File: src/hw/mem_cfg_pkg.sv
package mem_cfg_pkg;

    // Data word shared by both banks
    localparam int data_w = 20;

    // Unified address space seen by the requesters
    localparam int addr_w = 10;

    // Set selects the deep bank, clear selects the shallow bank
    localparam int bank_sel_bit = 9;

    // Shallow distributed-RAM bank
    localparam int lutram_aw = 5;
    localparam int lutram_words = 1 << lutram_aw;

    // Deep block-RAM bank
    localparam int bram_aw = 9;
    localparam int bram_words = 1 << bram_aw;

    // Unused bits between the bank flag and the shallow index
    localparam int lutram_pad_w = bank_sel_bit - lutram_aw;

    // Read sample to response, in rdclk cycles
    localparam int rd_latency = 3;

endpackage

File: src/hw/lutram_bank.sv
`timescale 1ns/10ps

module lutram_bank (
    input  logic                               rdclk,

    input  logic                               wr_en,
    input  logic [mem_cfg_pkg::lutram_aw-1:0]  wr_idx,
    input  logic [mem_cfg_pkg::data_w-1:0]     wr_data,

    input  logic [mem_cfg_pkg::lutram_aw-1:0]  rd_idx,
    output logic [mem_cfg_pkg::data_w-1:0]     rd_data
);

    logic [mem_cfg_pkg::data_w-1:0]     mem [mem_cfg_pkg::lutram_words];

    logic                               wr_en_q;
    logic [mem_cfg_pkg::lutram_aw-1:0]  wr_idx_q;
    logic [mem_cfg_pkg::data_w-1:0]     wr_data_q;

    logic [mem_cfg_pkg::lutram_aw-1:0]  rd_idx_q;
    logic [mem_cfg_pkg::data_w-1:0]     rd_data_q;
    logic [mem_cfg_pkg::data_w-1:0]     rd_word;

    // Write request is registered, array updates on the next edge
    always_ff @(posedge rdclk) begin
        if (wr_en_q) begin
            mem[wr_idx_q] <= wr_data_q;
        end
        wr_en_q   <= wr_en;
        wr_idx_q  <= wr_idx;
        wr_data_q <= wr_data;
    end

    // Async array read behind the address register
    assign rd_word = mem[rd_idx_q];

    always_ff @(posedge rdclk) begin
        rd_idx_q  <= rd_idx;
        rd_data_q <= rd_word;
    end

    assign rd_data = rd_data_q;

endmodule

File: config.mk
export PLATFORM = sky130hd
export DESIGN_NAME = lutram_bank
export DESIGN_NICKNAME = d
export VERILOG_FILES = /design/src/hw/mem_cfg_pkg.sv /design/src/hw/lutram_bank.sv
export SDC_FILE = /design/constraint.sdc
export NUM_CORES = 1
export LEC_CHECK = 0
export ABC_AREA = 1
export BUFFER_PORTS_ARGS = -buffer_cell sky130_fd_sc_hd__buf_2
export CAP_MARGIN = 20
export CORE_MARGIN = 2
export CORE_UTILIZATION = 50
export DETAILED_ROUTE_END_ITERATION = 10
export GPL_TIMING_DRIVEN = 0
export PLACE_DENSITY = 0.66
export SETUP_SLACK_MARGIN = 0.02
export SLEW_MARGIN = 20
export SYNTH_ARGS = -nofsm -noshare
export SYNTH_HDL_FRONTEND = slang
export SYNTH_SLANG_ARGS = --single-unit
File: constraint.sdc
create_clock -name rdclk -period 2 [get_ports rdclk]
set_input_delay 0.1 -clock rdclk [delete_from_list [all_inputs] [get_ports rdclk]]
set_output_delay 0.1 -clock rdclk [all_outputs]
set_load 0.01 [all_outputs]
* Word-level counts from Yosys, hierarchy flattened
Memory sizes are Yosys's and may differ from the RTL's. A register that Yosys moved wholly into a read port is not among the register bits.
Index checks and enable logic that the tools add are counted.
** Cells by class
- Muxes and demuxes :: 2
** Operators by type and width (number)
- 1-bit two-way mux :: 2
** Word-level totals
- Bits in registers :: 31
- Bits in writable memories :: 640
- Output and inout bits :: 20
- Memories kept :: 1
** Memories
- mem :: words 32, bits a word 20, read ports 1, clocked after Yosys merged registers in 1, wr ports 1, line lutram_bank.sv:14 : logic [mem_cfg_pkg::data_w-1:0] mem [mem_cfg_pkg::lutram_words];

* Depth between registers and ports, before layout
- Word-level depth :: 2
- Mapped depth :: 12
- Depth with buffers taken out :: 9

* Worst setup path after synthesis
Ideal clock, no wire load.
- Kind :: register -> register
- Start point :: register wr_en_q
- End point :: memory mem[31][0] in the netlist's numbering, enable pin
- Library setup time :: 0.397 ns
- Data arrival time :: 1.470 ns
- Data required time :: 1.603 ns
- Path slack :: 0.133 ns
- Stages on the path, launching flop included :: 3
- Buffers on the path :: 0
- Clock period less this slack :: 1.867 ns
- Path through :: dfxtp_1 nand3_1 nor2_1
** Between the ends
- Cells in the longest elaborated chain, start to end :: 2
** Ends and longest elaborated chain
- start: declaration :: line lutram_bank.sv:16 : logic wr_en_q;
- start signal: assignment :: line lutram_bank.sv:29 : wr_en_q <= wr_en;
- 1-bit two-way mux :: line lutram_bank.sv:26 : if (wr_en_q) begin
- 1-bit two-way mux (implied by the code) :: line lutram_bank.sv:27 : mem[wr_idx_q] <= wr_data_q;
- end: declaration :: line lutram_bank.sv:14
No other way between the ends.

* Worst setup path after layout
- Start point :: register wr_idx_q[3] in the netlist's numbering
- End point :: memory mem[0][2] in the netlist's numbering, enable pin
** RTL lines
- start: declaration :: line lutram_bank.sv:17 : logic [mem_cfg_pkg::lutram_aw-1:0] wr_idx_q;
- start signal: assignment :: line lutram_bank.sv:30 : wr_idx_q <= wr_idx;
No word-level cell before the write port.

==> flow_metrics.env <==
export IMPL_use_met2_pct=41.9
export IMPL_reg2reg_to="mem[0][2]"
export IMPL_crit_slowest_cell="nor2_4"
export IMPL_start_util_pct=50.5
export IMPL_slew_headroom_pct=38.5
export IMPL_gp_congestion=0.912
export IMPL_worst_slack_ns=0.0430
export IMPL_clock_fmax_mhz=511
export IMPL_ctsHtreeMaxLevel=3
export IMPL_clock_skew_final_ns=0.0246
export IMPL_antennaDiodeCount=0
export IMPL_netlist_area_mm2=0.0271
export IMPL_hold_viol_final=0
export IMPL_ir_drop_v=0.000696
export IMPL_drc_errors=0
export IMPL_r2r_start="wr_idx_q[3]"
export IMPL_met3_usage_pct=4.28
export IMPL_root_buffer="clkbuf_16"
export IMPL_yosys_warnings=0
export IMPL_synth_cell_types=15
export IMPL_grt_overflow_total=0
export IMPL_post_route_period_util_pct=97.9
export IMPL_min_path_cells=2
export IMPL_status="completed"
export IMPL_numCtsBuffers=70
export IMPL_synth_top_area_share_pct=70.8
export IMPL_dpl_hpwl_um=42900
export IMPL_power_uw=30500
export IMPL_fin_nets=2546
export IMPL_holdPathEnd="wr_idx_q[3]"
export IMPL_worstSetupEndpointType="register"
export IMPL_max_clock_path_buffers=3
export IMPL_required_ns=2.25
export IMPL_crit_start="wr_idx_q[3]"
export IMPL_io_buffers=51
export IMPL_fp_dieW_um=237
export IMPL_path_delay_family="simple AND/OR/NAND/NOR gates"
export IMPL_whs_ns=0.123
export IMPL_synth_seq_cells=691
export IMPL_syn_avg_cell_area_um2=12.0
export IMPL_cts_sinks=691
export IMPL_cp_slowest_stage_delay_ns=0.54
export IMPL_insertion_delay_ns=0.61
export IMPL_synth_seq_area_share_pct=74.6
export IMPL_r2r_cells=3
export IMPL_final_layout_size_suffix_gt1_share_pct=16.5
export IMPL_first_iter_violations=2028
export IMPL_ant_nets=0
export IMPL_cap_violations=0
export IMPL_criticalPathCategory="register to register"
export IMPL_dp_slack_ns=-0.303
export IMPL_antenna_found_initial=0
export IMPL_synthToLayoutAreaGrowth_pct=19.0
export IMPL_grt_busiest_layer="met2"
export IMPL_final_util_pct=60.1
export IMPL_synth_nets=2293
export IMPL_worstHoldStart="wr_idx[3]"
export IMPL_die_area_mm2=0.0562
export IMPL_tightest_slew_ns=0.923
export IMPL_io_pins=52
export IMPL_viasPerCell=5.51
export IMPL_final_cell_mix="900 x nand2_1, 640 x edfxtp_1, 485 x nand3_1"
export IMPL_cp_start_kind="register"
export IMPL_critPathMaxFanout=10
export IMPL_routed_wl_um=71300
export IMPL_power_density_mw_per_mm2=944
export IMPL_r2r_slack_ns=0.04
export IMPL_rows=85
export IMPL_core_mm2=0.0537
export IMPL_dp_cells=3033
export IMPL_crit_buf_inv=1
export IMPL_track_usage_pct=25.3
export IMPL_clkTransAtPathRegs_ns=0.06
export IMPL_num_vias=17970
export IMPL_avgRoutedWirePerCell_um=21.9
export IMPL_drv_slew=0
export IMPL_grt_max_degree=33
export IMPL_synth_top_area_cell="edfxtp_1"
export IMPL_setup_viol=0
export IMPL_use_met1_pct=33.3
export IMPL_dr_pass1_iters=8
export IMPL_finalCriticalPeriod_ns=1.96
export IMPL_finalNonFillerCells=3261
export IMPL_first_global_vias=17291
export IMPL_netlist_top_cells_area="edfxtp_1 71%, nand2_1 12%, nand3_1 9.1%, dfxtp_1 3.8%, buf_2 1.1%"
export IMPL_cts_tree="done"
export IMPL_grt_pass1_wl_um=104000
export IMPL_worstHoldPathType="primary input to register"
export IMPL_die_height_um=237
export IMPL_syn_inst=2261
export IMPL_p_leak_uw=0.0121
export IMPL_cp_arrival_ns=2.21
export IMPL_path_cells="inv_1 > nand3_2 > nor2_4"
export IMPL_final_common_cell="nand2_1"
==> synthesized netlist by cell type <==
| cell type | instances |
|---|---|
| inv_1 | 7 |
| clkbuf_1 | 15 |
| buf_4 | 24 |
| buf_8 | 2 |
| inv_2 | 2 |
| inv_6 | 1 |
| buf_2 | 60 |
| dfxtp_1 | 51 |
| nand3_1 | 492 |
| nand2_1 | 900 |
| edfxtp_1 | 640 |
| nor2_1 | 32 |
| buf_6 | 26 |
| clkbuf_4 | 1 |
| buf_1 | 8 |
==> per-layer routing <==
layer,wire (µm),part of all wire [%]
met5,0,0
met4,2580,3.6
met3,5810,8.1
met2,34900,49
met1,28100,39
==> power breakdown <==
group,internal (µW),switching (µW),leakage (µW),total (µW)
combinational,630,1250,0.00489,1880
sequential,16000,305,0.00620,16300
clock,7010,5270,0.00103,12300
==> cell type report <==
cell class | count | area, µm²
fillers | 4023 | 21400
flip-flops and latches | 691 | 20300
multi-input cells | 1434 | 6380
clock buffers | 101 | 1980
repair buffers | 171 | 1700
plain buffers | 136 | 930
well taps | 696 | 871
clock inverters | 22 | 133
inverters | 10 | 45.0
==> worst max path at each step <==
| stage | end | cells after the start |
|---|---|---|
| after detailed placement | mem[26][0] | 3 |
| final | mem[0][2] | 3 |
| after floorplan | mem[31][0] | 2 |
| after global routing | rd_data[9] | 10 |
| after global placement | mem[0][4] | 2 |
| after CTS | mem[26][0] | 3 |
==> through the flow <==
| step | area, µm² | setup TNS [ns] |
|---|---|---|
| global route | 32300 | -0.0255 |
| finish | 32300 | 0 |
| global placement | 28300 | -429.92 |
| floorplan | 27100 | 0 |
| CTS | 31800 | -37.61 |
| detailed placement | 28800 | -93.86 |
==> state kept, by name, summed over array words and instances (netlist names) <==
name / count
wr_en_q: 1
wr_data_q: 20
rd_idx_q: 5
rd_data: 20
mem: 640
wr_idx_q: 5
==> what timing repair did <==
action	in CTS	in global routing
setup endpoints to repair	650	505
pin swaps	18	21
gates resized for setup	42	22
hold buffers	31	0
buffers inserted	22	42
hold endpoints to repair	31	0
gates cloned	10	0
==> logic make-up (layout without fill, tap and decap cells) <==
logic type / count (synthesis) / count (layout) / share of synthesized area [%]
flip-flops: 691 / 691 / 74.6
AND/OR/NAND/NOR: 1424 / 1434 / 22.0
buffers and inverters: 146 / 440 / 3.46
Note: power is estimated with default switching activity, not from simulation.
