==> config.mk <==
export PLATFORM = sky130hd
export DESIGN_NAME = bank_read_merge
export DESIGN_NICKNAME = d
export VERILOG_FILES = /design/src/hw/mem_cfg_pkg.sv /design/src/hw/mem_types_pkg.sv /design/src/hw/bank_read_merge.sv
export SDC_FILE = /design/constraint.sdc
export NUM_CORES = 1
export LEC_CHECK = 0
export ABC_AREA = 1
export ABC_CLOCK_PERIOD_IN_PS = 800
export BUFFER_PORTS_ARGS = -buffer_cell sky130_fd_sc_hd__buf_4
export CAP_MARGIN = 10
export CORE_ASPECT_RATIO = 0.75
export CORE_MARGIN = 2
export CORE_UTILIZATION = 43
export DETAILED_ROUTE_END_ITERATION = 8
export PLACE_DENSITY = 0.86
export SYNTH_ARGS = -nofsm -noshare
export SYNTH_HDL_FRONTEND = slang
export SYNTH_SLANG_ARGS = --single-unit
export TNS_END_PERCENT = 10
==> constraint.sdc <==
create_clock -name rdclk -period 0.8 [get_ports rdclk]
set_input_delay 0.16 -clock rdclk [delete_from_list [all_inputs] [get_ports rdclk]]
set_output_delay 0.16 -clock rdclk [all_outputs]
set_load 0.1 [all_outputs]
==> src/hw/mem_cfg_pkg.sv <==
package mem_cfg_pkg;

    // Data word shared by both banks
    localparam int data_w = 20;

    // Unified address space seen by the requesters
    localparam int addr_w = 10;

    // Set selects the deep bank, clear selects the shallow bank
    localparam int bank_sel_bit = 9;

    // Shallow distributed-RAM bank
    localparam int lutram_aw = 5;
    localparam int lutram_words = 1 << lutram_aw;

    // Deep block-RAM bank
    localparam int bram_aw = 9;
    localparam int bram_words = 1 << bram_aw;

    // Unused bits between the bank flag and the shallow index
    localparam int lutram_pad_w = bank_sel_bit - lutram_aw;

    // Read sample to response, in rdclk cycles
    localparam int rd_latency = 3;

endpackage

==> src/hw/mem_types_pkg.sv <==
package mem_types_pkg;

    // Shallow view of an address
    typedef struct packed {
        logic                                  deep;
        logic [mem_cfg_pkg::lutram_pad_w-1:0]  pad;
        logic [mem_cfg_pkg::lutram_aw-1:0]     idx;
    } lutram_addr_t;

    // Deep view of an address
    typedef struct packed {
        logic                              deep;
        logic [mem_cfg_pkg::bram_aw-1:0]   idx;
    } bram_addr_t;

    // One address word, decoded per bank
    typedef union packed {
        lutram_addr_t  lutram;
        bram_addr_t    bram;
    } mem_addr_u;

    typedef struct packed {
        logic                             en;
        mem_addr_u                        addr;
        logic [mem_cfg_pkg::data_w-1:0]   data;
    } wr_req_t;

    typedef struct packed {
        logic       en;
        mem_addr_u  addr;
    } rd_req_t;

    // Merged read response, valid for one cycle per read
    typedef struct packed {
        logic                             valid;
        logic [mem_cfg_pkg::data_w-1:0]   data;
    } rd_rsp_t;

endpackage

==> src/hw/bank_read_merge.sv <==
`timescale 1ns/10ps

module bank_read_merge (
    input  logic                            rdclk,
    input  logic                            rst_n,

    input  logic                            lutram_rd,
    input  logic                            bram_rd,
    input  logic [mem_cfg_pkg::data_w-1:0]  lutram_data,
    input  logic [mem_cfg_pkg::data_w-1:0]  bram_data,

    output mem_types_pkg::rd_rsp_t          rsp
);

    localparam int depth = mem_cfg_pkg::rd_latency;

    // Shallow bank is one cycle faster than the deep one
    logic [mem_cfg_pkg::data_w-1:0]  lutram_data_q;

    // Strobe history, bit 0 is the newest read
    logic [depth-1:0]                lutram_pipe_q;
    logic [depth-1:0]                bram_pipe_q;
    logic                            lutram_hit;
    logic                            bram_hit;

    mem_types_pkg::rd_rsp_t          rsp_q;

    always_ff @(posedge rdclk) begin
        lutram_data_q <= lutram_data;
    end

    always_ff @(posedge rdclk) begin
        if (!rst_n) begin
            lutram_pipe_q <= '0;
            bram_pipe_q   <= '0;
        end else begin
            lutram_pipe_q <= {lutram_pipe_q[depth-2:0], lutram_rd};
            bram_pipe_q   <= {bram_pipe_q[depth-2:0], bram_rd};
        end
    end

    assign lutram_hit = lutram_pipe_q[depth-1];
    assign bram_hit   = bram_pipe_q[depth-1];

    // At most one of the hits is set, deep bank takes the mux when it is
    always_ff @(posedge rdclk) begin
        rsp_q.data <= bram_hit ? bram_data : lutram_data_q;
        if (!rst_n) begin
            rsp_q.valid <= 1'b0;
        end else begin
            rsp_q.valid <= lutram_hit | bram_hit;
        end
    end

    assign rsp = rsp_q;

endmodule

# ---- Word-level counts from Yosys, hierarchy flattened
# Index checks and enable logic that the tools add are counted.
dict set report classes {
  mux 1
  n_bitwise 1
}
# operator n
set op_table {}
lappend op_table {{2-to-1 mux 20 bit} 1}
lappend op_table {{OR 1 bit} 1}
dict set report word_totals {
  reg_bits 47
  inputBits 44
  output_inout_bits 21
  word_cells 7
}

# ---- Depth between registers and ports, before layout
# Gate-level depths: netlist of the first run.
dict set report logic_depth {
  ltp_word 1
  depth_mapped 4
}

# ---- Worst setup path before layout of the first run
# Ideal clock, no wire load.
dict set report synth_path {
  kind {register to output}
  startpoint {register rsp_q, in the netlist rsp[0]}
  endpoint {output port rsp[0] in the netlist's numbering}
  arrival_ns 0.909
  required_time_ns 0.640
  slack_ns -0.269
  stages_incl_launch_ff 1
  path_buffers 0
  path_cell_list {dfxtp_1}
}
# item line
set synth_lines {}
lappend synth_lines {{from (decl)} bank_read_merge.sv:26} ;# mem_types_pkg::rd_rsp_t rsp_q;
lappend synth_lines {{to (decl)} bank_read_merge.sv:12} ;# output mem_types_pkg::rd_rsp_t rsp
# No word-level cell between the ends.

# ---- Worst setup path in the final report of the first run
dict set report layout_path {
  startpoint {register rsp_q, in the netlist rsp[10]}
  endpoint {output port rsp[10] in the netlist's numbering}
}
# No word-level cell between the ends.

==> impl_metrics.env, run 1 <==
export IMPL_cap_violations=0
export IMPL_die_width_um=66.6
export IMPL_place_congestion=0.746
export IMPL_path_cells="buf_12"
export IMPL_fillers=100
export IMPL_regArea_um2=971
export IMPL_antenna_cells=0
export IMPL_report_final_slew_viol_count=0
export IMPL_syn_area_um2=1260
export IMPL_crit_path_max_incr_delay_ns=0.36
export IMPL_cp_end_kind="output pin"
export IMPL_cts_buffer_depth=2
export IMPL_rsz0062_at_grt="yes"
export IMPL_drt_drc_violations_left=0
export IMPL_yosys_warnings=0
export IMPL_drive_gt1_frac=0.454
export IMPL_cts_tree="yes"
export IMPL_final_core_util=0.893
export IMPL_place_inst=226
export IMPL_final_common_cell="nand2_1"
export IMPL_final_cell_mix="66 x nand2_1, 43 x buf_4, 25 x dfxtp_1"
export IMPL_start_kind="register"
export IMPL_crit_family="flip-flops"
export IMPL_synth_seq_area_share=0.745
export IMPL_cts_root_buf="clkbuf_8"
export IMPL_violations="negative setup slack"
export IMPL_timing_final_ws_setup_ns=-0.214
export IMPL_syn_nets=171
export IMPL_syn_avg_cell_area_um2=9.95
export IMPL_cts_num_sinks=47
export IMPL_avgRoutedWirePerCell_um=19.0
export IMPL_die_h_um=51.0
export IMPL_path_max_fanout=1
export IMPL_area_growth_pct=90.9
export IMPL_outcome="finished with violations"
export IMPL_postSynthCellCount=127
export IMPL_post_place_ws_ns=-0.0727
export IMPL_setup_viol=21
export IMPL_worstPathBufferInverterCount=1
export IMPL_multi_input_area_um2=263
export IMPL_drtIter0Drc=90
export IMPL_power_internal_w=0.00403
export IMPL_die_area_um2=3390
export IMPL_final_hold_viol_count=0
export IMPL_grt_pass1_vias=1303
export IMPL_comb_power_share=0.213
export IMPL_dr_total_vias=1201
export IMPL_dp_hpwl_mm=1.90
export IMPL_slew_headroom=0.891
export IMPL_max_vdd_ir_drop_mv=1.97
export IMPL_port_buffers=64
export IMPL_ys_ff_latch=47
export IMPL_overflow=0
export IMPL_p_per_area_nw_per_um2=2340
export IMPL_period_needed_ns=1.01
export IMPL_num_io_pins=65
export IMPL_cp_arrival_ns=0.85
export IMPL_final_antenna_net_count=0
export IMPL_start_util=0.468
export IMPL_fin_skew_ns=0.0171
export IMPL_critPathRequiredTime_ns=0.64
export IMPL_hold_path_class="input pin to register"
export IMPL_worst_pin_slew_ns=0.163
export IMPL_antenna_found_initial=0
export IMPL_drt_vias_per_instance=4.73
export IMPL_clk_latency_ns=0.31
export IMPL_design_area_um2=2410
export IMPL_period_share=1.27
export IMPL_first_pass_iters=4
export IMPL_htree_levels=2
export IMPL_switching_share=0.288
export IMPL_p_clk_frac=0.328
export IMPL_drt_total_wl_mm=4.82
export IMPL_power_leakage_nw=1.21
export IMPL_seq_power_share=0.459
export IMPL_fmax_mhz=986
export IMPL_fin_nets=261
export IMPL_p_switching_w=0.00163
export IMPL_placed_cell_area_um2=1780
export IMPL_grtUsageTotal=0.302
export IMPL_coreArea_um2=2700
export IMPL_grt_pass1_wl_mm=7.13
export IMPL_cts_buffers=5
export IMPL_criticalPathCategory="register to output pin"
export IMPL_crit_slowest_cell="dfxtp_2"
export IMPL_layoutNonFillerInstCount=254
export IMPL_holdWs_ns=0.0463
export IMPL_clkSlewWorstSetupHoldPaths_ns=0.10
export IMPL_grt_max_degree=21
export IMPL_row_count=16
export IMPL_synth_cell_types=7
==> metal layers <==
metal	part of all wire	up-vias	global-route usage
li1	-	550	-
met1	0.40	585	0.368
met2	0.51	49	0.510
met3	0.060	17	0.0727
met4	0.032	0	0.129
met5	0	-	0
==> cell usage after synthesis (all sizes together) <==
cell,instances,area (µm²)
dfxtp,47,941
buf,4,37.5
nand2,66,248
inv,8,30.0
nor2,2,7.51
==> flip-flops by register name (all words and copies together) (netlist names) <==
register       flops
bram_pipe_q        3
lutram_data_q     20
rsp               21
lutram_pipe_q      3
==> stage by stage <==
| step | TNS [ns] | total power [W] |
|---|---|---|
| 5_1_grt | -4.62 | 0.00580 |
| 2_1_floorplan | -5.11 | 0.00317 |
| 3_3_place_gp | 0 | 0.00345 |
| 6_report | -4.09 | 0.00565 |
| 4_1_cts | -3.91 | 0.00556 |
| 3_5_place_dp | -0.196 | 0.00347 |
==> path summary, 6_finish.rpt <==
| path | end | slack [ns] | from | cells past startpoint |
|---|---|---|---|---|
| setup / recovery | rsp[10] | -0.21 | rsp[10] | 1 |
| setup reg to reg | rsp[13] | 0.01 | bram_pipe_q[2] | 3 |
| hold / removal | lutram_pipe_q[0] | 0.05 | lutram_rd | 3 |
| hold reg to reg | lutram_pipe_q[1] | 0.43 | lutram_pipe_q[0] | 2 |
==> cell type report <==
cell class | count | area share
repair buffers | 87 | 0.405
multi-input cells | 68 | 0.109
clock inverters | 2 | 0.0161
well taps | 36 | 0.0187
flip-flops and latches | 47 | 0.402
inverters | 8 | 0.0145
clock buffers | 6 | 0.0342
==> kinds of logic (layout without fill, tap and decap cells) <==
family	after synthesis	count (layout)	share of synthesized area
buffers and inverters	12	103	0.0535
flip-flops	47	47	0.745
AND/OR/NAND/NOR	68	68	0.202
==> power groups by stage <==
| stage | registers [W] | logic [W] | clock network [W] |
|---|---|---|---|
| floorplan | 0.00309 | 0.0000798 | 0 |
| global placement | 0.00257 | 0.000886 | 0 |
| detailed placement | 0.00257 | 0.000898 | 0 |
| CTS | 0.00257 | 0.00116 | 0.00183 |
| global route | 0.00260 | 0.00124 | 0.00196 |
| finish | 0.00259 | 0.00121 | 0.00185 |
==> timing repair <==
| action | in CTS | in global routing |
|---|---|---|
| gates resized for setup | 84 | 7 |
| hold buffers | 20 | 0 |
| setup buffers | 0 | 0 |
| endpoints found under the setup margin | 41 | 41 |
| endpoints found under the hold margin | 20 | 0 |
No activity file was read; power rests on OpenSTA's default activity.
==> inputs of run 2 (changes only) <==
--- a/config.mk
+++ b/config.mk
@@ -9,9 +9,10 @@
 export ABC_CLOCK_PERIOD_IN_PS = 800
 export BUFFER_PORTS_ARGS = -buffer_cell sky130_fd_sc_hd__buf_4
-export CAP_MARGIN = 10
+export CAP_MARGIN = 20
 export CORE_ASPECT_RATIO = 0.75
 export CORE_MARGIN = 2
 export CORE_UTILIZATION = 43
 export DETAILED_ROUTE_END_ITERATION = 8
+export GPL_TIMING_DRIVEN = 1
 export PLACE_DENSITY = 0.86
 export SYNTH_ARGS = -nofsm -noshare
==> constraint.sdc (replaced) <==
create_clock -name rdclk -period 0.8 [get_ports rdclk]
set_input_delay 0.04 -clock rdclk [delete_from_list [all_inputs] [get_ports rdclk]]
set_output_delay 0.04 -clock rdclk [all_outputs]
set_load 0.1 [all_outputs]
==> run 2 against run 1 <==
The run still ends with negative setup slack left. Via count up 10%. Die area unchanged. Clock skew about the same. Setup slack better by 0.12 ns. Critical path depth unchanged. Sequential power about the same. Cell area up 8.6%. Count of clock-buffer cells in the layout unchanged. Power up 1.8%. Maximum frequency up 14%. Flip-flop and latch count unchanged. Combinational power up 9%. Critical endpoint unchanged. Largest cell class unchanged. Largest power group unchanged.
==> impl_metrics.env, run 2 (synthesized netlist as in run 1, its figures left out) <==
export IMPL_drt_total_wl_mm=5.59
export IMPL_clk_latency_ns=0.31
export IMPL_p_per_area_nw_per_um2=2200
export IMPL_violations="negative setup slack"
export IMPL_min_from="lutram_data[14]"
export IMPL_antenna_cells=0
export IMPL_critPathRequiredTime_ns=0.76
export IMPL_r2r_cells=3
export IMPL_path_max_fanout=1
export IMPL_crit_slowest_cell="dfxtp_2"
export IMPL_report_final_slew_viol_count=0
export IMPL_cts_buffer_depth=2
export IMPL_fmax_mhz=1120
export IMPL_crit_path_max_incr_delay_ns=0.37
export IMPL_die_width_um=66.6
export IMPL_area_growth_pct=107
export IMPL_die_h_um=51.0
export IMPL_overflow=0
export IMPL_cp_end_kind="output pin"
export IMPL_hold_path_class="input pin to register"
export IMPL_power_leakage_nw=1.30
export IMPL_drive_gt1_frac=0.407
export IMPL_fin_nets=284
export IMPL_start_util=0.468
export IMPL_max_vdd_ir_drop_mv=2.41
export IMPL_criticalPathCategory="register to output pin"
export IMPL_period_needed_ns=0.893
export IMPL_place_congestion=0.746
export IMPL_slew_headroom=0.852
export IMPL_num_io_pins=65
export IMPL_cts_buffers=5
export IMPL_avgRoutedWirePerCell_um=20.2
export IMPL_grtUsageTotal=0.367
export IMPL_grt_pass1_wl_mm=8.26
export IMPL_final_cell_mix="66 x nand2_1, 46 x buf_4, 43 x dlygate4sd3_1"
export IMPL_dr_total_vias=1322
export IMPL_final_hold_viol_count=0
export IMPL_fin_tns_setup_ns=-1.67
export IMPL_row_count=16
export IMPL_drt_vias_per_instance=4.77
export IMPL_r2r_end="rsp[17]"
export IMPL_first_pass_iters=4
export IMPL_final_antenna_net_count=0
export IMPL_cts_num_sinks=47
export IMPL_worst_pin_slew_ns=0.222
export IMPL_cap_violations=0
export IMPL_cp_arrival_ns=0.85
export IMPL_worstPathBufferInverterCount=1
export IMPL_antenna_found_initial=0
export IMPL_grt_max_degree=21
export IMPL_timing_final_ws_setup_ns=-0.0933
export IMPL_final_common_cell="nand2_1"
export IMPL_cts_root_buf="clkbuf_8"
export IMPL_final_core_util=0.969
export IMPL_crit_family="flip-flops"
export IMPL_cts_tree="yes"
export IMPL_drtIter0Drc=61
export IMPL_rr_startpoint="bram_pipe_q[2]"
export IMPL_path_cells="buf_12"
export IMPL_largest_reg_flops=21
export IMPL_htree_levels=2
export IMPL_die_area_um2=3390
export IMPL_min_path_cells=2
export IMPL_r2r_slack_ns=-0.05
export IMPL_period_share=1.12
export IMPL_rsz0062_at_grt="yes"
export IMPL_coreArea_um2=2700
export IMPL_drt_drc_violations_left=0
export IMPL_grt_pass1_vias=1471
export IMPL_start_kind="register"
export IMPL_setup_viol=26
export IMPL_hold_path_endpoint="lutram_data_q[14]"
export IMPL_port_buffers=64
export IMPL_clkSlewWorstSetupHoldPaths_ns=0.10
export IMPL_fin_skew_ns=0.0170
export IMPL_dp_hpwl_mm=1.90
export IMPL_outcome="finished with violations"
run 2: cell type report:
class,count,area (µm²)
timing repair buffer,110,1200
sequential,47,968
multi-input combinational,68,255
fill,48,83.8
clock buffer,6,82.6
tap,36,45.0
clock inverter,2,38.8
inverter,8,32.5
run 2: how the worst max path moves through the flow:
stage,from,to,depth (start not counted)
6_report,rsp[10],rsp[10],1
5_1_grt,rsp[15],rsp[15],1
4_1_cts,rsp[15],rsp[15],1
3_5_place_dp,bram_pipe_q[2],rsp[9],3
3_3_place_gp,bram_pipe_q[2],rsp[15],3
2_1_floorplan,rsp[11],rsp[11],0
run 2: what timing repair did:
| action | in CTS | in global routing |
|---|---|---|
| endpoints found under the setup margin | 41 | 39 |
| setup buffers | 0 | 0 |
| hold endpoints to repair | 47 | 0 |
| gates resized for setup | 84 | 0 |
| hold buffers | 43 | 0 |
run 2: power by group:
| group | leakage, nW | internal (W) | total [W] | switching [W] |
|---|---|---|---|---|
| Combinational | 0.839 | 0.000576 | 0.00132 | 0.000744 |
| Clock | 0.0618 | 0.00103 | 0.00184 | 0.000814 |
| Sequential | 0.396 | 0.00249 | 0.00259 | 0.0000957 |
| Total | 1.30 | 0.00410 | 0.00575 | 0.00165 |
run 2: layer usage:
metal | up-vias | global-route usage | share of wire | wire length (µm)
li1 | 597 | - | - | -
met2 | 63 | 0.653 | 0.51 | 2860
met1 | 637 | 0.391 | 0.38 | 2110
met4 | 0 | 0.211 | 0.052 | 292
met3 | 25 | 0.0991 | 0.059 | 328
met5 | - | 0 | 0 | 0
run 2: per-stage QoR:
step	total power (W)	cells	hold WS [ns]	worst slack (ns)	cell area, µm²
6_report	0.00575	277	0.367	-0.0933	2620
5_1_grt	0.00591	277	0.365	-0.116	2620
4_1_cts	0.00565	277	0.368	-0.0729	2620
3_5_place_dp	0.00347	226	0.146	-0.0727	1780
3_3_place_gp	0.00345	226	0.145	0.0288	1780
2_1_floorplan	0.00317	127	0.0677	-0.149	1270
==> inputs of run 3 (changes only) <==
Settings changed: RECOVER_POWER set to 50.
==> run 3 against run 2 <==
The run still ends with negative setup slack left. Die area unchanged. Flip-flop and latch count unchanged. Maximum frequency down 0.36%. Sequential share of layout area unchanged.
==> impl_metrics.env, run 3 (synthesized netlist as in run 1, its figures left out) <==
export IMPL_final_cell_mix="66 x nand2_1, 43 x dlygate4sd3_1, 33 x buf_4"
export IMPL_final_common_cell="nand2_1"
export IMPL_area_growth_pct=107
export IMPL_power_leakage_nw=1.29
export IMPL_postCtsSetupBuffers=0
export IMPL_r2r_cells=3
export IMPL_die_width_um=66.6
export IMPL_drt_total_wl_mm=5.60
export IMPL_final_antenna_net_count=0
export IMPL_drt_drc_violations_left=0
export IMPL_report_final_slew_viol_count=0
export IMPL_drive_gt1_frac=0.407
export IMPL_crit_slowest_cell="dfxtp_2"
export IMPL_num_io_pins=65
export IMPL_dp_hpwl_mm=1.90
export IMPL_regArea_um2=968
export IMPL_fin_tns_setup_ns=-1.67
export IMPL_first_pass_iters=4
export IMPL_cts_buffer_depth=2
export IMPL_coreArea_um2=2700
export IMPL_antenna_cells=0
export IMPL_r2r_end="rsp[17]"
export IMPL_antenna_found_initial=0
export IMPL_cp_end_kind="output pin"
export IMPL_fin_nets=284
export IMPL_grt_pass1_wl_mm=8.26
export IMPL_avgRoutedWirePerCell_um=20.2
export IMPL_place_inst=226
export IMPL_p_clk_frac=0.320
export IMPL_power_internal_w=0.00409
export IMPL_path_max_fanout=1
export IMPL_grt_max_degree=21
export IMPL_clk_latency_ns=0.31
export IMPL_die_area_um2=3390
export IMPL_setup_viol=25
export IMPL_cts_tree="yes"
export IMPL_slew_headroom=0.853
export IMPL_timing_final_ws_setup_ns=-0.0965
export IMPL_layoutNonFillerInstCount=277
export IMPL_final_hold_viol_count=0
export IMPL_period_share=1.12
export IMPL_clkSlewWorstSetupHoldPaths_ns=0.10
export IMPL_min_path_cells=2
export IMPL_fillers=48
export IMPL_cap_violations=0
export IMPL_drt_vias_per_instance=4.75
export IMPL_grt_pass1_vias=1471
export IMPL_hold_path_endpoint="lutram_data_q[14]"
export IMPL_cts_num_sinks=47
export IMPL_grtUsageTotal=0.367
export IMPL_die_h_um=51.0
export IMPL_fmax_mhz=1120
export IMPL_min_from="lutram_data[14]"
export IMPL_switching_share=0.287
export IMPL_critPathRequiredTime_ns=0.76
export IMPL_path_cells="buf_12"
export IMPL_row_count=16
export IMPL_start_kind="register"
export IMPL_seq_power_share=0.451
export IMPL_criticalPathCategory="register to output pin"
export IMPL_comb_power_share=0.229
export IMPL_fin_skew_ns=0.0185
export IMPL_worst_pin_slew_ns=0.220
export IMPL_port_buffers=64
export IMPL_overflow=0
export IMPL_cts_root_buf="clkbuf_8"
export IMPL_rr_startpoint="bram_pipe_q[2]"
export IMPL_htree_levels=2
export IMPL_cp_arrival_ns=0.86
export IMPL_multi_input_area_um2=255
export IMPL_p_per_area_nw_per_um2=2190
export IMPL_cts_buffers=5
export IMPL_largest_reg_flops=21
export IMPL_p_switching_w=0.00165
export IMPL_rsz0062_at_grt="yes"
export IMPL_outcome="finished with violations"
export IMPL_crit_path_max_incr_delay_ns=0.37
export IMPL_violations="negative setup slack"
export IMPL_period_needed_ns=0.896
export IMPL_drtIter0Drc=44
export IMPL_r2r_slack_ns=-0.05
export IMPL_hold_path_class="input pin to register"
export IMPL_start_util=0.468
export IMPL_max_vdd_ir_drop_mv=2.41
export IMPL_worstPathBufferInverterCount=1
export IMPL_crit_family="flip-flops"
export IMPL_dr_total_vias=1317
export IMPL_place_congestion=0.746
[run 3: changes by cell type in the layout (fill, tap and decap cells not counted)]
cell,previous run,this run
buf_4,46,33
clkbuf_4,0,13
[run 3: power groups by stage]
stage / sequential [W] / clock [W] / combinational [W]
finish: 0.00259 / 0.00183 / 0.00132
CTS: 0.00257 / 0.00183 / 0.00125
global placement: 0.00257 / 0 / 0.000886
detailed placement: 0.00257 / 0 / 0.000898
floorplan: 0.00309 / 0 / 0.0000798
global route: 0.00260 / 0.00196 / 0.00135
[run 3: what timing repair did]
item,in CTS,in global routing
endpoints found under the setup margin,41,39
endpoints found under the hold margin,47,0
pin swaps,0,0
hold buffers,43,0
resized for setup,84,0
[run 3: worst max-delay path by stage]
stage	from	to	slack, ns	cells after the start
2_1_floorplan	rsp[11]	rsp[11]	-0.15	0
3_3_place_gp	bram_pipe_q[2]	rsp[15]	0.03	3
3_5_place_dp	bram_pipe_q[2]	rsp[9]	-0.07	3
4_1_cts	rsp[15]	rsp[15]	-0.07	1
5_1_grt	rsp[15]	rsp[15]	-0.12	1
6_report	rsp[10]	rsp[10]	-0.1	1
[run 3: stage by stage]
| stage | cell area (µm²) | total power (W) | hold slack [ns] | util | setup WS [ns] |
|---|---|---|---|---|---|
| 2_1_floorplan | 1270 | 0.00317 | 0.0677 | - | -0.149 |
| 3_3_place_gp | 1780 | 0.00345 | 0.145 | 0.657 | 0.0288 |
| 3_5_place_dp | 1780 | 0.00347 | 0.146 | 0.657 | -0.0727 |
| 4_1_cts | 2620 | 0.00565 | 0.368 | 0.969 | -0.0729 |
| 5_1_grt | 2620 | 0.00590 | 0.385 | 0.969 | -0.116 |
| 6_report | 2620 | 0.00574 | 0.392 | 0.969 | -0.0965 |
[run 3: cell type report]
type | instances | area share
timing repair buffer | 110 | 0.457
sequential | 47 | 0.370
multi-input combinational | 68 | 0.0975
clock buffer | 6 | 0.0315
tap | 36 | 0.0172
clock inverter | 2 | 0.0148
inverter | 8 | 0.0124
[run 3: per-layer routing]
metal | part of all wire | wire, µm | track usage | vias up
li1 | - | - | - | 597
met1 | 0.38 | 2150 | 0.391 | 641
met2 | 0.52 | 2900 | 0.653 | 58
met3 | 0.052 | 291 | 0.0991 | 21
met4 | 0.046 | 255 | 0.211 | 0
met5 | 0 | 0 | 0 | -
